## src/source/sam_pkg.sv

```systemverilog
// Shared widths, constants and enums; the port enum names only the ports this block decodes
`default_nettype none

package sam_pkg;

	// ============================================================
	// Bus and memory widths
	// ============================================================
	localparam int DATA_W     = 8;                  // CPU data bus
	localparam int ADDR_W     = 16;                 // CPU address bus
	localparam int OFFSET_W   = 14;                 // Offset inside a 16 KB page
	localparam int PAGE_W     = 9;
	localparam int RAM_ADDR_W = PAGE_W + OFFSET_W;  // Page and offset

	// Fixed page numbers
	localparam logic [PAGE_W-1:0] ROM_PAGE_BASE = 9'h1FE;  // ROM0, ROM1 sits one above
	localparam logic [PAGE_W-1:0] EXT_PAGE_BASE = 9'h040;  // Start of external RAM

	// ============================================================
	// MIDI timing
	// ============================================================
	localparam int CE_1M_DIV  = 96;                 // System clocks per 1 MHz tick
	localparam int CE_1M_W    = $clog2(CE_1M_DIV);
	localparam int MIDI_CNT_W = 9;

	localparam logic [MIDI_CNT_W-1:0] MIDI_TX_TICKS = 9'd320;  // One byte on the wire
	localparam logic [MIDI_CNT_W-1:0] MIDI_IRQ_TICK = 9'd15;

	// Audio mix
	localparam int AUDIO_W = 9;
	localparam logic [AUDIO_W-1:0] EAR_LEVEL = 9'h100;

	// ============================================================
	// Enums
	// ============================================================
	// Low byte of the I/O address, only the decoded ones
	typedef enum logic [7:0] {
		PORT_NONE       = 8'd0,    // Anything not decoded
		PORT_EXT_C      = 8'd128,
		PORT_EXT_D      = 8'd129,
		PORT_LPT_DATA   = 8'd232,
		PORT_LPT_STROBE = 8'd233,
		PORT_STATUS     = 8'd249,
		PORT_LMPR       = 8'd250,
		PORT_HMPR       = 8'd251,
		PORT_MIDI       = 8'd253,
		PORT_BORDER     = 8'd254
	} port_addr_t;

	typedef enum logic [1:0] {
		MIDI_IDLE = 2'd0,
		MIDI_SEND = 2'd1,
		MIDI_IRQ  = 2'd2   // Last ticks of a byte, interrupt raised
	} midi_state_t;

endpackage

`default_nettype wire

```

## src/source/sam_bus_port.sv

```systemverilog
// One transaction at a time over req/ack; requester holds address and data stable until io_ack
`timescale 1ns/1ps
`default_nettype none

module sam_bus_port (
	input  wire                             clk_sys,
	input  wire                             reset,
	input  wire                             io_req,
	input  wire                             io_write,
	input  wire  [sam_pkg::ADDR_W-1:0]      io_addr,
	input  wire  [sam_pkg::DATA_W-1:0]      io_wdata,
	output logic                            io_ack,
	output logic [sam_pkg::DATA_W-1:0]      io_rdata,
	output logic                            wr_stb,
	output sam_pkg::port_addr_t             wr_port,
	output logic [sam_pkg::DATA_W-1:0]      wr_data,
	input  wire  [sam_pkg::DATA_W-1:0]      lmpr,
	input  wire  [sam_pkg::DATA_W-1:0]      hmpr,
	input  wire                             int_midi
);

	sam_pkg::port_addr_t         port_sel;
	logic [sam_pkg::DATA_W-1:0]  rd_value;
	logic                        accept;

	assign accept = io_req & ~io_ack;  // First cycle of a new request

	// ============================================================
	// Port decode, low address byte only
	// ============================================================
	always_comb begin
		case (io_addr[7:0])
			sam_pkg::PORT_EXT_C:      port_sel = sam_pkg::PORT_EXT_C;
			sam_pkg::PORT_EXT_D:      port_sel = sam_pkg::PORT_EXT_D;
			sam_pkg::PORT_LPT_DATA:   port_sel = sam_pkg::PORT_LPT_DATA;
			sam_pkg::PORT_LPT_STROBE: port_sel = sam_pkg::PORT_LPT_STROBE;
			sam_pkg::PORT_STATUS:     port_sel = sam_pkg::PORT_STATUS;
			sam_pkg::PORT_LMPR:       port_sel = sam_pkg::PORT_LMPR;
			sam_pkg::PORT_HMPR:       port_sel = sam_pkg::PORT_HMPR;
			sam_pkg::PORT_MIDI:       port_sel = sam_pkg::PORT_MIDI;
			sam_pkg::PORT_BORDER:     port_sel = sam_pkg::PORT_BORDER;
			default:                  port_sel = sam_pkg::PORT_NONE;
		endcase
	end

	// Read mux
	always_comb begin
		case (port_sel)
			sam_pkg::PORT_STATUS:     rd_value = {3'b111, ~int_midi, 4'b1111};  // Line/frame inactive
			sam_pkg::PORT_LMPR:       rd_value = lmpr;
			sam_pkg::PORT_HMPR:       rd_value = hmpr;
			sam_pkg::PORT_LPT_DATA,
			sam_pkg::PORT_LPT_STROBE: rd_value = '0;     // Printer port reads as zero
			default:                  rd_value = 8'hFF;  // Open bus
		endcase
	end

	// ============================================================
	// Handshake and write strobe
	// ============================================================
	always_ff @(posedge clk_sys) begin
		if (reset) begin
			io_ack   <= 1'b0;
			io_rdata <= '0;
			wr_stb   <= 1'b0;
			wr_port  <= sam_pkg::PORT_NONE;
			wr_data  <= '0;
		end else begin
			wr_stb <= accept & io_write;  // Same cycle as the ack edge
			if (accept) begin
				io_ack   <= 1'b1;
				io_rdata <= rd_value;
				wr_port  <= port_sel;
				wr_data  <= io_wdata;
			end else if (!io_req) begin
				io_ack <= 1'b0;  // Return to zero phase
			end
		end
	end

	// Ack only ever answers a live request
	assert property (@(posedge clk_sys) disable iff (reset)
		$rose(io_ack) |-> $past(io_req));

endmodule

`default_nettype wire

```

## src/source/sam_mem_pager.sv

```systemverilog
// Paging registers and combinational address translation; section B and D pages wrap within 32
`timescale 1ns/1ps
`default_nettype none

module sam_mem_pager (
	input  wire                             clk_sys,
	input  wire                             reset,
	input  wire                             wr_stb,
	input  wire  sam_pkg::port_addr_t       wr_port,
	input  wire  [sam_pkg::DATA_W-1:0]      wr_data,
	input  wire  [sam_pkg::ADDR_W-1:0]      mem_addr,
	output logic [sam_pkg::RAM_ADDR_W-1:0]  ram_addr,
	output logic                            mem_rom,
	output logic                            mem_wp,
	output logic [sam_pkg::DATA_W-1:0]      lmpr,
	output logic [sam_pkg::DATA_W-1:0]      hmpr
);

	logic [sam_pkg::DATA_W-1:0]  ext_c;
	logic [sam_pkg::DATA_W-1:0]  ext_d;
	logic [1:0]                  section;   // 16 KB quarter of the CPU map
	logic                        rom_sel;
	logic                        ext_sel;
	logic [4:0]                  page_b;
	logic [4:0]                  page_d;
	logic [sam_pkg::PAGE_W-1:0]  page;

	// ============================================================
	// Registers
	// ============================================================
	always_ff @(posedge clk_sys) begin
		if (reset) begin
			lmpr  <= '0;
			hmpr  <= '0;
			ext_c <= '0;
			ext_d <= '0;
		end else if (wr_stb) begin
			case (wr_port)
				sam_pkg::PORT_LMPR:  lmpr  <= wr_data;
				sam_pkg::PORT_HMPR:  hmpr  <= wr_data;
				sam_pkg::PORT_EXT_C: ext_c <= wr_data;
				sam_pkg::PORT_EXT_D: ext_d <= wr_data;
				default: ;
			endcase
		end
	end

	// ============================================================
	// Translation
	// ============================================================
	assign section = mem_addr[sam_pkg::ADDR_W-1 -: 2];
	assign rom_sel = (~lmpr[5] & (section == 2'd0)) | (lmpr[6] & (section == 2'd3));
	assign ext_sel = ~rom_sel & hmpr[7] & mem_addr[sam_pkg::ADDR_W-1];  // ROM wins over window
	assign page_b  = lmpr[4:0] + 5'd1;
	assign page_d  = hmpr[4:0] + 5'd1;

	always_comb begin
		if (rom_sel) begin
			page = sam_pkg::ROM_PAGE_BASE
				+ {{(sam_pkg::PAGE_W-1){1'b0}}, mem_addr[sam_pkg::ADDR_W-1]};
		end else if (ext_sel) begin
			page = sam_pkg::EXT_PAGE_BASE
				+ {{(sam_pkg::PAGE_W-sam_pkg::DATA_W){1'b0}}, (section[0] ? ext_d : ext_c)};
		end else begin
			case (section)
				2'd0:    page = {{(sam_pkg::PAGE_W-5){1'b0}}, lmpr[4:0]};
				2'd1:    page = {{(sam_pkg::PAGE_W-5){1'b0}}, page_b};
				2'd2:    page = {{(sam_pkg::PAGE_W-5){1'b0}}, hmpr[4:0]};
				default: page = {{(sam_pkg::PAGE_W-5){1'b0}}, page_d};
			endcase
		end
	end

	assign ram_addr = {page, mem_addr[sam_pkg::OFFSET_W-1:0]};
	assign mem_rom  = rom_sel;
	assign mem_wp   = rom_sel | (lmpr[7] & (section == 2'd0));  // ROM is never writable

	// ROM pages sit above every RAM and external window page
	assert property (@(posedge clk_sys) disable iff (reset)
		mem_rom == (ram_addr[sam_pkg::RAM_ADDR_W-1 -: sam_pkg::PAGE_W]
			>= sam_pkg::ROM_PAGE_BASE));

endmodule

`default_nettype wire

```

## src/source/sam_sound_ports.sv

```systemverilog
// Border and printer-port voice; audio outputs are unsigned and lag a register write by one cycle
`timescale 1ns/1ps
`default_nettype none

module sam_sound_ports (
	input  wire                             clk_sys,
	input  wire                             reset,
	input  wire                             wr_stb,
	input  wire  sam_pkg::port_addr_t       wr_port,
	input  wire  [sam_pkg::DATA_W-1:0]      wr_data,
	output logic [3:0]                      border_color,
	output logic [sam_pkg::AUDIO_W-1:0]     audio_l,
	output logic [sam_pkg::AUDIO_W-1:0]     audio_r
);

	logic                        ear;        // Border bit 4
	logic                        strobe_q;   // Last strobe level written
	logic [sam_pkg::DATA_W-1:0]  lpt_data;
	logic [sam_pkg::DATA_W-1:0]  vox_l;
	logic [sam_pkg::DATA_W-1:0]  vox_r;
	logic [sam_pkg::AUDIO_W-1:0] ear_add;

	// ============================================================
	// Port registers
	// ============================================================
	always_ff @(posedge clk_sys) begin
		if (reset) begin
			border_color <= '0;
			ear          <= 1'b0;
			strobe_q     <= 1'b0;
			lpt_data     <= '0;
			vox_l        <= '0;
			vox_r        <= '0;
		end else if (wr_stb) begin
			case (wr_port)
				sam_pkg::PORT_BORDER: begin
					border_color <= {wr_data[5], wr_data[2:0]};
					ear          <= wr_data[4];
				end
				sam_pkg::PORT_LPT_DATA: lpt_data <= wr_data;
				sam_pkg::PORT_LPT_STROBE: begin
					// Rising edge feeds left, falling edge feeds right
					if (!strobe_q && wr_data[0])
						vox_l <= lpt_data;
					if (strobe_q && !wr_data[0])
						vox_r <= lpt_data;
					strobe_q <= wr_data[0];
				end
				default: ;
			endcase
		end
	end

	// Audio mix
	assign ear_add = ear ? sam_pkg::EAR_LEVEL : '0;

	always_ff @(posedge clk_sys) begin
		if (reset) begin
			audio_l <= '0;
			audio_r <= '0;
		end else begin
			audio_l <= {1'b0, vox_l} + ear_add;  // Voice max 255, no overflow
			audio_r <= {1'b0, vox_r} + ear_add;
		end
	end

endmodule

`default_nettype wire

```

## src/source/sam_midi_tx.sv

```systemverilog
// MIDI transmit timer only, no serial line; a write during a byte queues exactly one more byte
`timescale 1ns/1ps
`default_nettype none

module sam_midi_tx (
	input  wire                         clk_sys,
	input  wire                         reset,
	input  wire                         wr_stb,
	input  wire  sam_pkg::port_addr_t   wr_port,
	output logic                        midi_busy,
	output logic                        int_midi
);

	logic [sam_pkg::CE_1M_W-1:0]     div_cnt;
	logic                            tick;      // 1 MHz enable
	logic                            pending;   // Byte written, not yet started
	logic [sam_pkg::MIDI_CNT_W-1:0]  tx_cnt;
	sam_pkg::midi_state_t            state;

	assign tick = (div_cnt == sam_pkg::CE_1M_W'(sam_pkg::CE_1M_DIV - 1));

	// ============================================================
	// Divider and transmit FSM
	// ============================================================
	always_ff @(posedge clk_sys) begin
		if (reset) begin
			div_cnt <= '0;
			pending <= 1'b0;
			tx_cnt  <= '0;
			state   <= sam_pkg::MIDI_IDLE;
		end else begin
			div_cnt <= tick ? '0 : div_cnt + 1'b1;

			if (tick) begin
				case (state)
					sam_pkg::MIDI_IDLE: if (pending) begin
						state   <= sam_pkg::MIDI_SEND;
						tx_cnt  <= sam_pkg::MIDI_TX_TICKS;
						pending <= 1'b0;
					end
					sam_pkg::MIDI_SEND: begin
						tx_cnt <= tx_cnt - 1'b1;
						// Interrupt rises as the count lands on the IRQ tick
						if (tx_cnt == sam_pkg::MIDI_IRQ_TICK + 1'b1)
							state <= sam_pkg::MIDI_IRQ;
					end
					sam_pkg::MIDI_IRQ: begin
						if (tx_cnt == '0)
							state <= sam_pkg::MIDI_IDLE;  // Drops busy and int together
						else
							tx_cnt <= tx_cnt - 1'b1;
					end
					default: state <= sam_pkg::MIDI_IDLE;
				endcase
			end

			// New write wins over the start clear
			if (wr_stb && wr_port == sam_pkg::PORT_MIDI)
				pending <= 1'b1;
		end
	end

	assign midi_busy = (state != sam_pkg::MIDI_IDLE);
	assign int_midi  = (state == sam_pkg::MIDI_IRQ);

	// Interrupt only late in a byte already in flight
	assert property (@(posedge clk_sys) disable iff (reset)
		$rose(int_midi) |-> $past(midi_busy));

	// A byte always ends through the interrupt phase
	assert property (@(posedge clk_sys) disable iff (reset)
		$fell(midi_busy) |-> $past(int_midi));

endmodule

`default_nettype wire

```

## src/source/sam_asic.sv

```systemverilog
// I/O port block top; CPU, video, disks and sound chips live outside this block
`timescale 1ns/1ps
`default_nettype none

module sam_asic (
	input  wire                             clk_sys,
	input  wire                             reset,
	// Port bus
	input  wire                             io_req,
	input  wire                             io_write,
	input  wire  [sam_pkg::ADDR_W-1:0]      io_addr,
	input  wire  [sam_pkg::DATA_W-1:0]      io_wdata,
	output logic                            io_ack,
	output logic [sam_pkg::DATA_W-1:0]      io_rdata,
	// Memory side
	input  wire  [sam_pkg::ADDR_W-1:0]      mem_addr,
	output logic [sam_pkg::RAM_ADDR_W-1:0]  ram_addr,
	output logic                            mem_rom,
	output logic                            mem_wp,
	// Border, audio, MIDI
	output logic [3:0]                      border_color,
	output logic [sam_pkg::AUDIO_W-1:0]     audio_l,
	output logic [sam_pkg::AUDIO_W-1:0]     audio_r,
	output logic                            midi_busy,
	output logic                            int_midi
);

	logic                        wr_stb;
	sam_pkg::port_addr_t         wr_port;
	logic [sam_pkg::DATA_W-1:0]  wr_data;
	logic [sam_pkg::DATA_W-1:0]  lmpr;
	logic [sam_pkg::DATA_W-1:0]  hmpr;

	sam_bus_port bus_port_i (
		.clk_sys  (clk_sys),
		.reset    (reset),
		.io_req   (io_req),
		.io_write (io_write),
		.io_addr  (io_addr),
		.io_wdata (io_wdata),
		.io_ack   (io_ack),
		.io_rdata (io_rdata),
		.wr_stb   (wr_stb),
		.wr_port  (wr_port),
		.wr_data  (wr_data),
		.lmpr     (lmpr),
		.hmpr     (hmpr),
		.int_midi (int_midi)
	);

	sam_mem_pager mem_pager_i (
		.clk_sys  (clk_sys),
		.reset    (reset),
		.wr_stb   (wr_stb),
		.wr_port  (wr_port),
		.wr_data  (wr_data),
		.mem_addr (mem_addr),
		.ram_addr (ram_addr),
		.mem_rom  (mem_rom),
		.mem_wp   (mem_wp),
		.lmpr     (lmpr),
		.hmpr     (hmpr)
	);

	sam_sound_ports sound_ports_i (
		.clk_sys      (clk_sys),
		.reset        (reset),
		.wr_stb       (wr_stb),
		.wr_port      (wr_port),
		.wr_data      (wr_data),
		.border_color (border_color),
		.audio_l      (audio_l),
		.audio_r      (audio_r)
	);

	sam_midi_tx midi_tx_i (
		.clk_sys   (clk_sys),
		.reset     (reset),
		.wr_stb    (wr_stb),
		.wr_port   (wr_port),
		.midi_busy (midi_busy),
		.int_midi  (int_midi)
	);

endmodule

`default_nettype wire

```

## config.mk

```make
export PLATFORM = sky130hd
export DESIGN_NAME = sam_asic
export DESIGN_NICKNAME = d
export VERILOG_FILES = /design/src/source/sam_pkg.sv /design/src/source/sam_bus_port.sv /design/src/source/sam_mem_pager.sv /design/src/source/sam_sound_ports.sv /design/src/source/sam_midi_tx.sv /design/src/source/sam_asic.sv
export SDC_FILE = /design/constraint.sdc
export NUM_CORES = 1
export LEC_CHECK = 0
export ABC_AREA = 1
export ABC_CLOCK_PERIOD_IN_PS = 1300
export BUFFER_PORTS_ARGS = -buffer_cell sky130_fd_sc_hd__buf_2
export CORE_MARGIN = 1.5
export CORE_UTILIZATION = 25
export DETAILED_ROUTE_END_ITERATION = 16
export GPL_TIMING_DRIVEN = 1
export REMOVE_ABC_BUFFERS = 1
export SLEW_MARGIN = 20
export SYNTH_ARGS = -nofsm -noshare
export SYNTH_HDL_FRONTEND = slang
export SYNTH_SLANG_ARGS = --single-unit
```

## constraint.sdc

```tcl
create_clock -name clk_sys -period 1.3 [get_ports clk_sys]
set_input_delay 0 -clock clk_sys [delete_from_list [all_inputs] [get_ports clk_sys]]
set_output_delay 0 -clock clk_sys [all_outputs]
set_load 0.005 [all_outputs]
```

Word-level counts from Yosys, hierarchy flattened
Cells that the tools add are included.
Storage, ports and cells
  flip-flop bits (word level): 125
  word-level logic and storage cells: 121
Cells by class
  $add $sub $neg: 8
  equal/unequal tests: 34
  multiplexer cells: 19
  bitwise operators: 13
  reductions and logical operators: 26
Operator list (number)
  == test 8 bit (second input constant): 22
  one-hot mux 8 bit (9 select lines): 1
  2-to-1 mux 9 bit: 5
  one-hot mux 8 bit (4 select lines): 1
  one-hot mux 9 bit (3 select lines): 1
  adder 8 x 9 -> 9 bit: 2
  AND reduction 2 bit: 8
  one-hot mux 5 bit (3 select lines): 1
  adder 5 x 1 -> 5 bit (second input constant): 2
  adder 7 x 8 -> 9 bit (first input constant): 1
  == test 9 x 5 -> 1 bit (second input constant): 1
  zero test 9 bit: 1
  subtractor 9 x 1 -> 9 bit (second input constant): 1
  2-to-1 mux 8 bit: 1
  inequality test 2 x 1 -> 1 bit (second input constant): 4
  AND reduction 4 bit: 2
  adder 7 x 1 -> 7 bit (second input constant): 1
  AND 1 bit: 7
  == test 7 bit (second input constant): 1
  == test 2 bit (second input constant): 3
  2-to-1 mux 2 bit: 3
  one-hot mux 2 bit (3 select lines): 1
  AND reduction 3 bit: 2
  nonzero test 2 bit: 3
  other kinds (11): 25

Logic depth before layout (Yosys ltp)
  word-level depth: 8
  gate-level depth with buffers: 11
  gate-level depth less buffers: 11

By module
A second synthesis with hierarchy kept.
Second synthesis, totals
  cell total of the unflattened synthesis: 858
  area total of the unflattened synthesis: 5940.7 µm²
By module, submodules not included
  sam_sound_ports: instances 1, cells an instance 244, area an instance 1824.2 µm², seq. area each 940.9 µm²
  sam_mem_pager: instances 1, cells an instance 257, area an instance 1762.9 µm², seq. area each 640.6 µm²
  sam_bus_port: instances 1, cells an instance 194, area an instance 1231.2 µm², seq. area each 480.5 µm²
  sam_midi_tx: instances 1, cells an instance 163, area an instance 1122.3 µm², seq. area each 380.4 µm²

Least setup slack after synthesis
No wires, ideal clock.
  path type: register to register
  start: register midi_tx_i.state[0]
  end: register midi_tx_i.tx_cnt[1] (netlist name)
  setup time: 0.128 ns
  data arrival time: 1.314 ns
  required time: 1.172 ns
  slack: -0.141 ns
  cell stages (with the launch flop): 11
  cells stage by stage: dfxtp_1 > inv_1 > ha_1 > inv_1 > nor2_1 > inv_1 > nand2_2 > nor2_4 > nand2_4 > o21ai_0 > nor2_1
Between the ends
  longest elaborated chain between the ends: 3
  elaborated cells between the ends (all ways): 8
RTL lines
  start: declaration: RTL line sam_midi_tx.sv:18  | sam_pkg::midi_state_t state;
  start signal: assignment: RTL line sam_midi_tx.sv:30  | state <= sam_pkg::MIDI_IDLE;
  start signal: assignment: RTL line sam_midi_tx.sv:37  | state <= sam_pkg::MIDI_SEND;
  start signal: assignment: RTL line sam_midi_tx.sv:45  | state <= sam_pkg::MIDI_IRQ;
  == test 2 bit, or another cell as far along: RTL line sam_midi_tx.sv:35  | case (state)
  inequality test 2 bit (no line), or another cell as far along
  AND reduction 4 bit (no line)
  end signal: assignment: RTL line sam_midi_tx.sv:38  | tx_cnt <= sam_pkg::MIDI_TX_TICKS;
  end signal: assignment: RTL line sam_midi_tx.sv:42  | tx_cnt <= tx_cnt - 1'b1;
  end signal: assignment: RTL line sam_midi_tx.sv:51  | tx_cnt <= tx_cnt - 1'b1;
  end: declaration: RTL line sam_midi_tx.sv:17  | logic [sam_pkg::MIDI_CNT_W-1:0] tx_cnt;
Parallel ways exist; a longest one is shown, timed or not.
A chain may end at the register's enable or synchronous reset.

Worst setup path in the final report
  start: register mem_pager_i.lmpr[0] (netlist name)
  end: output port ram_addr[18] (netlist name)
Between the ends
  longest elaborated chain between the ends: 4
RTL lines
  start: declaration: RTL line sam_mem_pager.sv:15  | output logic [sam_pkg::DATA_W-1:0] lmpr,
  start signal: assignment: RTL line sam_mem_pager.sv:39  | sam_pkg::PORT_LMPR: lmpr <= wr_data;
  adder 5 x 1 -> 5 bit: RTL line sam_mem_pager.sv:54  | assign page_b = lmpr[4:0] + 5'd1;
  one-hot mux 5 bit (3 select lines): RTL line sam_mem_pager.sv:65  | case (section)
  2-to-1 mux 9 bit: RTL line sam_mem_pager.sv:61  | end else if (ext_sel) begin
  2-to-1 mux 9 bit: RTL line sam_mem_pager.sv:58  | if (rom_sel) begin
  end: declaration: RTL line sam_asic.sv:17  | output logic [sam_pkg::RAM_ADDR_W-1:0] ram_addr,
No other way between the ends.

==> metrics.cfg <==
[die]
start_util = 0.2561
rows = 54
die_h_um = 152.7
die_x_um = 152.7
pin_count = 102
core_region_area_mm2 = 0.02189
die_area_mm2 = 0.02333

[global_route]
grt_max_degree = 62
grt_pass1_wl_mm = 24.98
first_global_vias = 5060
grt-ovfl-total = 0
antenna_found_initial = 0
track_usage = 0.1331

[clocking]
clk_path_buf_depth = 2
htree_levels = 4
clock-sinks = 122
cts_made_buffers = 17
clk_pin_slew_ns = 0.05
clock_latency_ns = 0.42
cts_root_buffer = clkbuf_16
cts_tree = done

[run]
cap_violations = 0

[worst_setup_path]
critPathKind = flip-flop to primary output
worst-path-buf-inv = 1
worstPathMaxFanout = 4
start_kind = flip-flop
crit_chain = nand3_2 -> nand2_4 -> ha_4 -> nand3_2 -> nand2_1 -> nand3_1 -> nand2_1 -> nand2_1 -> nand2_1 -> buf_2
cpMostUsedCell = nand2_1
critPathMaxStageDelay_ns = 0.36
cp.required_ns = 1.30
cp.arrival_ns = 1.58
cp-end-kind = primary output
crit_family = simple AND/OR/NAND/NOR gates
cp_slowest_cell = dfxtp_2

[sta]
setup_violations = 25
period_share = 1.215
worst_slack_ns = -0.2796
timing.slew.headroom = 0.7149
slew_viol_final = 0
clock_skew_ns = 0.004600
fin_tns_setup_ns = -2.274
worst_pin_slew_ns = 0.4270
rsz0062_at_grt = true
max_freq_mhz = 633.1
hold_viol = 0
period_needed_ns = 1.580

[synthesis]
yosysUniqueCellTypes = 39
synth_top_area_frac = 0.4357
syn_inst = 790
synth_area_mm2 = 0.005605
synthTopCellsByArea = dfxtp_1 44%, nor2_1 11%, nand2_1 7.7%
synth-seq-area-share = 0.4357
synth.largest_area_cell = dfxtp_1
synth_seq_cells = 122
synth_area_per_cell_um2 = 7.095
yosys_warnings = 0

[power]
power_frac_comb = 0.062
seqPwrFrac = 0.435
power.leakage_nw = 3.490
power.switching_w = 0.002056
powerDensity_mw_per_mm2 = 1112
p_int_w = 0.006917
power_w = 0.008972
p_clk_frac = 0.503
vdd_ir_drop_max_mv = 0.9579
switching_share = 0.2291

[layout]
n_antenna_cell = 0
nFillCells = 2232
drive_above_1_share = 0.3564
most-common-layout-cells = 147 x nor2_1, 102 x dfxtp_1, 83 x nand2_1, 80 x inv_1, 63 x buf_2
final_area_mm2 = 0.008065
fin_nets = 982
area_growth_pct = 43.88
layout_commonest_cell = nor2_1

[run_status]
status = finished with violations
violations = negative setup slack

[route]
drc = 0
finalWirelength_mm = 15.86
wire_per_inst_um = 13.00
ant_nets = 0
routed-via-count = 5372
vias_per_cell = 4.403
drt_iter0_drc = 330
dr.pass1.iters = 4

[place]
place_area_mm2 = 0.006535
port-buffer-count = 65
gp_congestion = 0.8736
dp_hpwl_mm = 10.55
dp_slack_ns = -0.1154

[hold_path]
timing.hold.worst.class = input port to primary output

-- path summary, 6_finish.rpt --
| kind | to | depth (start not counted) | start | slack [ns] |
|---|---|---|---|---|
| hold / removal | ram_addr[0] | 0 | mem_addr[0] | 0.00006 |
| hold reg to reg | sound_ports_i.audio_l[3]$_SDFF_PP0_ | 2 | sound_ports_i.vox_l[3]$_SDFFE_PP0P_ | 0.44 |
| setup reg to reg | midi_tx_i.tx_cnt[1]$_SDFFE_PP0P_ | 9 | midi_tx_i.div_cnt[0]$_SDFF_PP0_ | -0.15 |
| setup / recovery | ram_addr[18] | 10 | mem_pager_i.lmpr[0]$_SDFFE_PP0P_ | -0.28 |
-- timing repair --
item	CTS	global route
resized for setup	78	151
hold buffers	11	0
gates cloned	2	1
pin swaps	38	59
endpoints found under the setup margin	60	87
endpoints found under the hold margin	11	0
buffers inserted	12	13
-- registers in the layout (all words and copies together), names as in the netlist --
register / cells
sound_ports_i.ear: 1
bus_port_i.wr_data: 8
sound_ports_i.audio_l: 8
bus_port_i.wr_stb: 1
sound_ports_i.lpt_data: 8
midi_tx_i.pending: 1
midi_tx_i.state: 2
sound_ports_i.vox_l: 8
sound_ports_i.border_color: 4
mem_pager_i.ext_d: 8
bus_port_i.io_rdata: 8
mem_pager_i.hmpr: 8
sound_ports_i.audio_r: 9
sound_ports_i.vox_r: 8
bus_port_i.wr_port: 6
midi_tx_i.div_cnt: 7
mem_pager_i.lmpr: 8
mem_pager_i.ext_c: 8
sound_ports_i.strobe_q: 1
bus_port_i.io_ack: 1
midi_tx_i.tx_cnt: 9
-- cell usage after synthesis, drive strengths merged --
cell and count:
or3 1, xor2 5, o21a 8, o2111ai 1, a21oi 58, a31oi 1, buf 23, xnor2 1
ha 10, nand3b 1, nand4 10, a21boi 1, a211oi 1, or2 1, nor2 166, nand3 38
o22ai 3, nand2 119, inv 103, o211ai 1, clkbuf 15, o21ai 91, dfxtp 122, nor3 10
-- logic make-up after synthesis --
logic type,Yosys count,synth area share
flops,122,0.4357
buf+inv,141,0.1085
simple gates,346,0.2690
fa+ha+maj,10,0.02232
xor+xnor,6,0.009375
compound gates,165,0.1551
-- power groups by stage --
stage	registers, W	logic, W	clock network, W
CTS	0.00389	0.000510	0.00462
finish	0.00390	0.000557	0.00452
detailed placement	0.00396	0.000467	0
global route	0.00391	0.000616	0.00477
global placement	0.00396	0.000466	0
floorplan	0.00394	0.000221	0
-- area by class of cell --
cell class                 count  area (µm²)  share of cell area
multi-input combinational    529        3100              0.3844
inverter                     103       411.6             0.05104
clock inverter                 9       97.59             0.01210
timing repair inverter         1       7.507           0.0009308
sequential                   122        2475              0.3069
clock buffer                  22       464.2             0.05756
timing repair buffer         154        1159              0.1437
tap                          280       350.3             0.04344
-- through the flow --
stage	hold WS (ns)	util	cells
after floorplan	0	-	752
after global placement	0.00008682	0.2985	1153
after detailed placement	0.00008682	0.2985	1153
after CTS	0.00008682	0.3445	1208
after global routing	0.00004844	0.3684	1220
final	0.00006253	0.3684	1220
-- metal layers --
metal	GRT usage	up-vias	wire [µm]
li1	-	2799	-
met1	0.1709	2427	7392
met2	0.2139	122	7531
met5	0	-	0
met3	0.03441	24	587
met4	0.05037	0	344
Note: power is estimated with default switching activity, not from simulation.
